$ cat src/common/decomp_pkg.sv
package decomp_pkg;

    //------------------------------
    // bus encodings
    //------------------------------
    typedef logic [1:0] htrans_t;
    typedef logic [2:0] hsize_t;
    typedef logic [2:0] hburst_t;

    localparam htrans_t HTRANS_IDLE   = 2'b00;
    localparam htrans_t HTRANS_NONSEQ = 2'b10;
    localparam htrans_t HTRANS_SEQ    = 2'b11;

    localparam hsize_t  HSIZE_WORD    = 3'b010;
    localparam hburst_t HBURST_INCR16 = 3'b111;

    //------------------------------
    // block geometry
    //------------------------------
    localparam int BEATS_PER_BURST    = 16;
    localparam int BLK_BYTES_LOG2     = 6;
    // expanded output is twice the input block
    localparam int OUT_BLK_BYTES_LOG2 = 7;
    localparam int NUM_LANES          = 3;

    typedef logic [31:0] addr_t;
    typedef logic [31:0] word_t;
    typedef logic [63:0] dword_t;
    typedef logic [25:0] blk_cnt_t;
    typedef logic [3:0]  beat_t;
    typedef logic [3:0]  buf_addr_t;
    typedef logic [1:0]  lane_sel_t;

    typedef enum logic [2:0] {
        BLK_IDLE,
        BLK_READ,
        BLK_DECOMP,
        BLK_WRITE_LO,
        BLK_WRITE_HI
    } blk_state_t;

    typedef enum logic [2:0] {
        BUR_IDLE,
        BUR_REQ,
        BUR_FIRST_ADDR,
        BUR_MIDDLE,
        BUR_LAST_DATA
    } burst_state_t;

endpackage

$ cat src/common/burst_if.sv
`timescale 1ns/1ps

interface burst_if;
    import decomp_pkg::*;

    // one-cycle request for a 16-beat access
    logic  start;
    logic  write;
    addr_t base;
    // selects the upper half of the result buffer
    logic  hi_half;
    // pulses with the last data phase
    logic  done;

    modport seq (
        output start,
        output write,
        output base,
        output hi_half,
        input  done
    );

    modport eng (
        input  start,
        input  write,
        input  base,
        input  hi_half,
        output done
    );

endinterface

$ cat src/rtl/block_sequencer.sv
`timescale 1ns/1ps

module block_sequencer (
    input  logic                 clk,
    input  logic                 rst_n,
    input  decomp_pkg::addr_t    src_addr_i,
    input  decomp_pkg::addr_t    dst_addr_i,
    input  decomp_pkg::blk_cnt_t len_i,
    input  logic                 start_i,
    input  logic                 decomp_done_i,
    output logic                 done_o,
    burst_if.seq                 bus
);
    import decomp_pkg::*;

    blk_state_t state;
    blk_cnt_t   blk_cnt;
    blk_cnt_t   blk_cnt_nxt;
    logic       burst_start;
    addr_t      blk_off;
    addr_t      rd_base;
    addr_t      wr_base;

    assign blk_cnt_nxt = blk_cnt + 1'b1;

    //------------------------------
    // address bases
    //------------------------------
    assign blk_off = addr_t'(blk_cnt);
    assign rd_base = src_addr_i + (blk_off << BLK_BYTES_LOG2);
    assign wr_base = dst_addr_i + (blk_off << OUT_BLK_BYTES_LOG2);

    always_comb begin
        case (state)
            BLK_WRITE_LO: bus.base = wr_base;
            // upper half lands one input block size further
            BLK_WRITE_HI: bus.base = wr_base + addr_t'(BEATS_PER_BURST * 4);
            default:      bus.base = rd_base;
        endcase
    end

    assign bus.write   = (state == BLK_WRITE_LO) || (state == BLK_WRITE_HI);
    assign bus.hi_half = (state == BLK_WRITE_HI);
    assign bus.start   = burst_start;

    //------------------------------
    // phase machine
    //------------------------------
    always_ff @(posedge clk) begin
        if (!rst_n) begin
            state       <= BLK_IDLE;
            blk_cnt     <= '0;
            burst_start <= 1'b0;
        end else begin
            burst_start <= 1'b0;
            case (state)
                BLK_IDLE: begin
                    // zero length is ignored
                    if (start_i && (len_i != '0)) begin
                        blk_cnt     <= '0;
                        burst_start <= 1'b1;
                        state       <= BLK_READ;
                    end
                end
                BLK_READ: begin
                    if (bus.done) begin
                        state <= BLK_DECOMP;
                    end
                end
                BLK_DECOMP: begin
                    if (decomp_done_i) begin
                        burst_start <= 1'b1;
                        state       <= BLK_WRITE_LO;
                    end
                end
                BLK_WRITE_LO: begin
                    if (bus.done) begin
                        burst_start <= 1'b1;
                        state       <= BLK_WRITE_HI;
                    end
                end
                BLK_WRITE_HI: begin
                    if (bus.done) begin
                        blk_cnt <= blk_cnt_nxt;
                        if (blk_cnt_nxt == len_i) begin
                            state <= BLK_IDLE;
                        end else begin
                            burst_start <= 1'b1;
                            state       <= BLK_READ;
                        end
                    end
                end
                default: state <= BLK_IDLE;
            endcase
        end
    end

    // low start keeps status reads from racing a new command
    assign done_o = (state == BLK_IDLE) && !start_i;

endmodule

$ cat src/burst_engine/burst_engine.sv
`timescale 1ns/1ps

module burst_engine (
    input  logic                  clk,
    input  logic                  rst_n,
    input  logic                  hgrant_i,
    input  logic                  hready_i,
    input  decomp_pkg::dword_t    decomp_rdata_i,
    output logic                  hbusreq_o,
    output decomp_pkg::addr_t     haddr_o,
    output decomp_pkg::htrans_t   htrans_o,
    output logic                  hwrite_o,
    output decomp_pkg::word_t     hwdata_o,
    output decomp_pkg::buf_addr_t buf_addr_o,
    output logic                  beat_en_o,
    output decomp_pkg::beat_t     beat_o,
    burst_if.eng                  bus
);
    import decomp_pkg::*;

    // address phase k overlaps data phase k-1
    //   REQ         wait for grant
    //   FIRST_ADDR  address 0 only
    //   MIDDLE      address and data together
    //   LAST_DATA   data 15 only

    burst_state_t state;
    beat_t        beat;
    logic         hbusreq;
    addr_t        haddr;
    htrans_t      htrans;
    logic         hwrite;
    word_t        hwdata;
    beat_t        last_addr_beat;
    word_t        wr_half;
    logic         addr_taken;

    // reads count data phases, writes count address phases
    assign last_addr_beat = hwrite ? beat_t'(BEATS_PER_BURST - 1)
                                   : beat_t'(BEATS_PER_BURST - 2);

    // upper half on even beats
    assign wr_half = beat[0] ? decomp_rdata_i[31:0] : decomp_rdata_i[63:32];

    assign addr_taken = hready_i &&
                        ((state == BUR_FIRST_ADDR) || (state == BUR_MIDDLE));

    //------------------------------
    // burst control
    //------------------------------
    always_ff @(posedge clk) begin
        if (!rst_n) begin
            state   <= BUR_IDLE;
            beat    <= '0;
            hbusreq <= 1'b0;
            haddr   <= '0;
            htrans  <= HTRANS_IDLE;
            hwrite  <= 1'b0;
        end else begin
            case (state)
                BUR_IDLE: begin
                    if (bus.start) begin
                        hbusreq <= 1'b1;
                        state   <= BUR_REQ;
                    end
                end
                BUR_REQ: begin
                    if (hgrant_i) begin
                        haddr  <= bus.base;
                        htrans <= HTRANS_NONSEQ;
                        hwrite <= bus.write;
                        beat   <= '0;
                        state  <= BUR_FIRST_ADDR;
                    end
                end
                BUR_FIRST_ADDR: begin
                    if (hready_i) begin
                        haddr  <= haddr + addr_t'(4);
                        htrans <= HTRANS_SEQ;
                        // no data phase yet on a read
                        if (hwrite) begin
                            beat <= beat + 1'b1;
                        end
                        state  <= BUR_MIDDLE;
                    end
                end
                BUR_MIDDLE: begin
                    if (hready_i) begin
                        haddr <= haddr + addr_t'(4);
                        beat  <= beat + 1'b1;
                        // release the bus while address 15 is out
                        if (beat == beat_t'(last_addr_beat - 1'b1)) begin
                            hbusreq <= 1'b0;
                        end
                        if (beat == last_addr_beat) begin
                            htrans <= HTRANS_IDLE;
                            state  <= BUR_LAST_DATA;
                        end
                    end
                end
                BUR_LAST_DATA: begin
                    if (hready_i) begin
                        state <= BUR_IDLE;
                    end
                end
                default: state <= BUR_IDLE;
            endcase
        end
    end

    // write data follows its address phase by one cycle
    always_ff @(posedge clk) begin
        if (hwrite && addr_taken) begin
            hwdata <= wr_half;
        end
    end

    assign bus.done   = (state == BUR_LAST_DATA) && hready_i;

    assign beat_en_o  = !hwrite && hready_i &&
                        ((state == BUR_MIDDLE) || (state == BUR_LAST_DATA));
    assign beat_o     = beat;
    assign buf_addr_o = {bus.hi_half, beat[3:1]};

    assign hbusreq_o  = hbusreq;
    assign haddr_o    = haddr;
    assign htrans_o   = htrans;
    assign hwrite_o   = hwrite;
    assign hwdata_o   = hwdata;

endmodule

$ cat src/burst_engine/lane_dispatch.sv
`timescale 1ns/1ps

module lane_dispatch (
    input  logic              clk,
    input  logic              rst_n,
    input  logic              beat_en_i,
    input  decomp_pkg::beat_t beat_i,
    input  decomp_pkg::word_t hrdata_i,
    output logic              decomp0_wren_o,
    output logic              decomp1_wren_o,
    output logic              decomp2_wren_o,
    output logic              decomp_sop_o,
    output logic              decomp_eop_o,
    output decomp_pkg::word_t decomp_wdata_o
);
    import decomp_pkg::*;

    lane_sel_t              lane;
    lane_sel_t              lane_nxt;
    logic [NUM_LANES-1:0]   wren;
    logic                   sop;
    logic                   eop;
    word_t                  wdata;

    // block header picks the lane, held for the rest of the block
    always_comb begin
        lane_nxt = lane;
        if (beat_en_i && (beat_i == '0)) begin
            if (hrdata_i[31]) begin
                lane_nxt = lane_sel_t'(0);
            end else if (!hrdata_i[30]) begin
                lane_nxt = lane_sel_t'(1);
            end else begin
                lane_nxt = lane_sel_t'(2);
            end
        end
    end

    always_ff @(posedge clk) begin
        if (!rst_n) begin
            lane <= '0;
            wren <= '0;
            sop  <= 1'b0;
            eop  <= 1'b0;
        end else begin
            lane <= lane_nxt;
            wren <= beat_en_i ? (NUM_LANES'(1) << lane_nxt) : '0;
            sop  <= beat_en_i && (beat_i == '0);
            eop  <= beat_en_i && (beat_i == beat_t'(BEATS_PER_BURST - 1));
        end
    end

    always_ff @(posedge clk) begin
        if (beat_en_i) begin
            wdata <= hrdata_i;
        end
    end

    assign decomp0_wren_o = wren[0];
    assign decomp1_wren_o = wren[1];
    assign decomp2_wren_o = wren[2];
    assign decomp_sop_o   = sop;
    assign decomp_eop_o   = eop;
    assign decomp_wdata_o = wdata;

endmodule

$ cat src/rtl/decomp_mover_top.sv
`timescale 1ns/1ps

module decomp_mover_top (
    input  logic                  clk,
    input  logic                  rst_n,
    input  decomp_pkg::addr_t     src_addr_i,
    input  decomp_pkg::addr_t     dst_addr_i,
    input  decomp_pkg::blk_cnt_t  len_i,
    input  logic                  start_i,
    output logic                  done_o,

    output logic                  hbusreq_o,
    input  logic                  hgrant_i,
    output decomp_pkg::addr_t     haddr_o,
    output decomp_pkg::htrans_t   htrans_o,
    output logic                  hwrite_o,
    output decomp_pkg::hsize_t    hsize_o,
    output decomp_pkg::hburst_t   hburst_o,
    output decomp_pkg::word_t     hwdata_o,
    input  logic                  hready_i,
    input  decomp_pkg::word_t     hrdata_i,

    output logic                  decomp0_wren_o,
    output logic                  decomp1_wren_o,
    output logic                  decomp2_wren_o,
    output logic                  decomp_sop_o,
    output logic                  decomp_eop_o,
    output decomp_pkg::word_t     decomp_wdata_o,
    input  logic                  decomp_done_i,

    output decomp_pkg::buf_addr_t buf_addr_o,
    input  decomp_pkg::dword_t    decomp_rdata_i
);
    import decomp_pkg::*;

    logic  beat_en;
    beat_t beat;

    burst_if bus ();

    // fixed word size, fixed 16-beat incrementing
    assign hsize_o  = HSIZE_WORD;
    assign hburst_o = HBURST_INCR16;

    block_sequencer u_seq (
        .clk           (clk),
        .rst_n         (rst_n),
        .src_addr_i    (src_addr_i),
        .dst_addr_i    (dst_addr_i),
        .len_i         (len_i),
        .start_i       (start_i),
        .decomp_done_i (decomp_done_i),
        .done_o        (done_o),
        .bus           (bus.seq)
    );

    burst_engine u_eng (
        .clk            (clk),
        .rst_n          (rst_n),
        .hgrant_i       (hgrant_i),
        .hready_i       (hready_i),
        .decomp_rdata_i (decomp_rdata_i),
        .hbusreq_o      (hbusreq_o),
        .haddr_o        (haddr_o),
        .htrans_o       (htrans_o),
        .hwrite_o       (hwrite_o),
        .hwdata_o       (hwdata_o),
        .buf_addr_o     (buf_addr_o),
        .beat_en_o      (beat_en),
        .beat_o         (beat),
        .bus            (bus.eng)
    );

    lane_dispatch u_lane (
        .clk            (clk),
        .rst_n          (rst_n),
        .beat_en_i      (beat_en),
        .beat_i         (beat),
        .hrdata_i       (hrdata_i),
        .decomp0_wren_o (decomp0_wren_o),
        .decomp1_wren_o (decomp1_wren_o),
        .decomp2_wren_o (decomp2_wren_o),
        .decomp_sop_o   (decomp_sop_o),
        .decomp_eop_o   (decomp_eop_o),
        .decomp_wdata_o (decomp_wdata_o)
    );

endmodule

$ cat config.mk
export PLATFORM = sky130hd
export DESIGN_NAME = decomp_mover_top
export DESIGN_NICKNAME = d
export VERILOG_FILES = /design/src/common/decomp_pkg.sv /design/src/common/burst_if.sv /design/src/rtl/block_sequencer.sv /design/src/burst_engine/burst_engine.sv /design/src/burst_engine/lane_dispatch.sv /design/src/rtl/decomp_mover_top.sv
export SDC_FILE = /design/constraint.sdc
export NUM_CORES = 1
export LEC_CHECK = 0
export BUFFER_PORTS_ARGS = -buffer_cell sky130_fd_sc_hd__buf_2
export CAP_MARGIN = 25
export CORE_ASPECT_RATIO = 1.75
export CORE_UTILIZATION = 54
export DETAILED_ROUTE_END_ITERATION = 12
export PLACE_DENSITY = 0.91
export REMOVE_ABC_BUFFERS = 1
export SYNTH_ARGS = -nofsm -noshare
export SYNTH_HDL_FRONTEND = slang
export SYNTH_HIERARCHICAL = 1
export SYNTH_SLANG_ARGS = --single-unit
$ cat constraint.sdc
create_clock -name clk -period 6.3 [get_ports clk]
set_input_delay 1.26 -clock clk [delete_from_list [all_inputs] [get_ports clk]]
set_output_delay 1.26 -clock clk [all_outputs]
set_load 0.05 [all_outputs]
==> out/qor.txt <==
port bufs: 301
Die Ht: 192.2 microns
Sw Ratio: 30.48%
FF-to-FF path depth: 16
Setup Skew: 0.009143 ns
commonest non-fill, non-tap cells in the layout: 301 x buf_2, 130 x nand2_1, 93 x a21oi_1
chip width: 110.7 microns
crit path launch type: input pin
Yosys top cell by area: edfxtp_1
Hold Buf Count CTS: 0
Core Area: 0.02029 sq mm
Tot GR Track Use: 35.08%
Clk Latency, worst-skew pair: 0.44 ns
Routed Antenna Nets: 0
WS Path Type: in -> reg
part of the power in registers: 41.1%
max_cap viols: 0
number of placement rows: 69
DRC Markers: 0
CP max FO: 7
synthesis-to-finish area growth: 19.79%
Cells after DPL: 1799
post-synthesis cell area: 0.01116 sq mm
fill cell count: 1743
Overall Power: 2551 uW
gp weighted congestion: 0.9974
Post-Syn Instances: 1306
sw power: 777.6 uW
drt wl/cell: 20.85 microns
Comb pwr share: 18.0%
CTS Buffer Depth: 2
P per Cell Area: 190.7 mW/mm^2
EDFF count, synth: 64
Pre-antenna DRT Iters: 6
CTS tree: built
Post-CTS Setup Inserts: 0
reg2reg start: u_seq/blk_cnt[0]
CTS Root Cell: clkbuf_16
DR vias: 11784
Seq/Total Area, Yosys: 31.56%
initial core utilization: 55.03%
commonest non-fill, non-tap cell in the layout: buf_2
die area: 0.02128 sq mm
post-route insts no fill: 1834
worst path arrival time: 5.05 ns
hpwl dp: 29.40 mm
fin. max-slew vios: 0
share of cells above drive strength 1: 27.35%
Synth top area share: 17.21%
Critical Path End Type: flip-flop
antenna violations before repair: 3
I/O pins: 308
RSZ-0062 raised after global routing: false
RR Endpoint: u_eng/haddr_o[29]
first-pass GRT wire length: 57.83 mm
syn avg cell area: 8.549 sq um
R2R setup slack: 1.84 ns
worst hold start: u_eng/haddr_o[1]
clk slew on worst S/H paths: 0.06 ns
setup tns final: 0 ns
clk sinks: 144
Final min period: 4.740 ns
Final nets: 1817
cell leakage power: 0.005649 uW
post-route cell area: 0.01337 sq mm
vias in the first global route: 11190
Tcrit/Tclk final: 75.24%
Max transition margin: 32.65%
power share of the clock group: 40.9%
Synth Register Bits: 144
total grt overflow: 0
Hold EP: u_eng/haddr_o[1]
Most used DFF post-synth: dfxtp_1
initial DRC count: 955
synth unique cells: 93
H-tree Lvls: 4
Final Hold Viols: 0
Critical Path RT: 6.61 ns
peak supply drop: 0.3211 mV
Num CTS Buffers: 17
FFs w/ async S/R, synth: 0%
Vias/cell: 6.425
Max Clock Freq: 211.0 MHz
worst min-delay path category: reg -> reg
top post-synthesis cells by area: edfxtp_1 17%, dfxtp_1 14%, ha_1 5.9%, xnor2_1 5.1%, nand2_1 4.4%
Internal: 1773 uW
Synth warnings: 6
outcome: completed
final wirelength: 38.23 mm
Slew @ Worst Pin: 1.008 ns
post-CTS sizing: 0
DP Area: 0.01276 sq mm
largest net degree at the start of global routing: 42
cell depth of the worst hold path: 2
Setup-failing EPs final: 0
## metal layers
metal / track usage (%) / part of all wire, % / up-vias
met3: 9.246 / 9.7 / 181
met1: 33.53 / 33 / 5426
met5: 0 / 0.034 / -
met4: 26.15 / 7.2 / 2
li1: - / - / 5411
met2: 64.19 / 50 / 764
## sequential cells by signal, summed over array words and instances (netlist names)
register,cells
u_seq/state,3
u_seq/blk_cnt,26
u_lane/wren,3
u_lane/decomp_sop_o,1
u_eng/beat_o,4
u_eng/htrans_o,2
u_seq/bus.start,1
u_eng/haddr_o,32
u_lane/lane,2
u_lane/decomp_wdata_o,32
u_eng/hbusreq_o,1
u_lane/decomp_eop_o,1
u_eng/hwrite_o,1
u_eng/state,3
u_eng/hwdata_o,32
## through the flow
stage	setup WS, ns	util [%]	hold slack [ns]
2_1_floorplan	1.541	-	0.4623
3_3_place_gp	1.277	62.89	0.4438
3_5_place_dp	1.156	62.89	0.4551
4_1_cts	1.604	65.88	0.4643
5_1_grt	1.222	65.90	0.4985
6_report	1.560	65.92	0.4630
## final cells by class
cell class,count,area (sq um),area share (%)
multi-input cells,1062,7208,53.90
flip-flops and latches,144,3525,26.35
repair buffers,313,1597,11.94
clock buffers,19,464.2,3.471
well taps,248,310.3,2.320
clock inverters,13,142.6,1.067
inverters,32,120.1,0.8981
diodes,3,7.507,0.05613
## synth_stat cells (10+ instances only)
| cell type | number |
|---|---|
| buf_4 | 12 |
| buf_2 | 14 |
| nor4_1 | 19 |
| nor2b_1 | 21 |
| a21oi_1 | 93 |
| nand4_1 | 28 |
| o21a_1 | 14 |
| mux2_2 | 33 |
| a31oi_1 | 16 |
| a21o_1 | 16 |
| xor2_1 | 47 |
| inv_1 | 29 |
| o21ai_0 | 72 |
| ha_1 | 53 |
| o221ai_1 | 12 |
| or3_1 | 10 |
| and2_1 | 19 |
| a211oi_1 | 12 |
| nand2_1 | 130 |
| nor2_1 | 82 |
| a22oi_1 | 14 |
| clkbuf_1 | 39 |
| and3_1 | 20 |
| edfxtp_1 | 64 |
| dfxtp_1 | 80 |
| xnor2_1 | 65 |
| nor3_1 | 37 |
| a21boi_0 | 10 |
| nand3_1 | 59 |
## how the worst max path moves through the flow
stage	from	to
floorplan	hready_i	u_lane/wren[0]
finish	dst_addr_i[7]	u_eng/haddr_o[29]
global placement	dst_addr_i[7]	u_eng/haddr_o[30]
global route	dst_addr_i[7]	u_eng/haddr_o[29]
CTS	dst_addr_i[7]	u_eng/haddr_o[29]
detailed placement	dst_addr_i[7]	u_eng/haddr_o[29]
## critical path, stage by stage
cell,delay [ns]
buf_2,0.08
ha_1,0.17
inv_1,0.06
fa_1,0.40
nor2b_1,0.23
o311a_2,0.23
o211a_4,0.22
nor2_1,0.06
xnor2_1,0.39
nand4_2,0.26
nor4b_1,0.57
nand3_1,0.17
xnor2_1,0.16
o221ai_1,0.13
a32oi_1,0.18
a21oi_1,0.08
or3b_1,0.39
## power groups by stage
| stage | registers [uW] | clock network (uW) | logic, uW |
|---|---|---|---|
| after floorplan | 1120 | 0 | 226 |
| after global placement | 1070 | 0 | 442 |
| after detailed placement | 1070 | 0 | 448 |
| after CTS | 1050 | 1060 | 452 |
| after global routing | 1050 | 1100 | 489 |
| final | 1050 | 1040 | 458 |
## kinds of logic after synthesis
group,count (synthesis),share of synthesized area [%]
xor gates and xnor gates,112,8.786
buffers and inverters,104,4.124
other,2,0.06727
adders and majority gates,55,6.298
muxes,35,3.508
DFF,144,31.56
and+or+nand+nor,492,23.78
AOI/OAI and AO/OA,362,21.88
No activity file was read; power rests on OpenSTA's default activity.
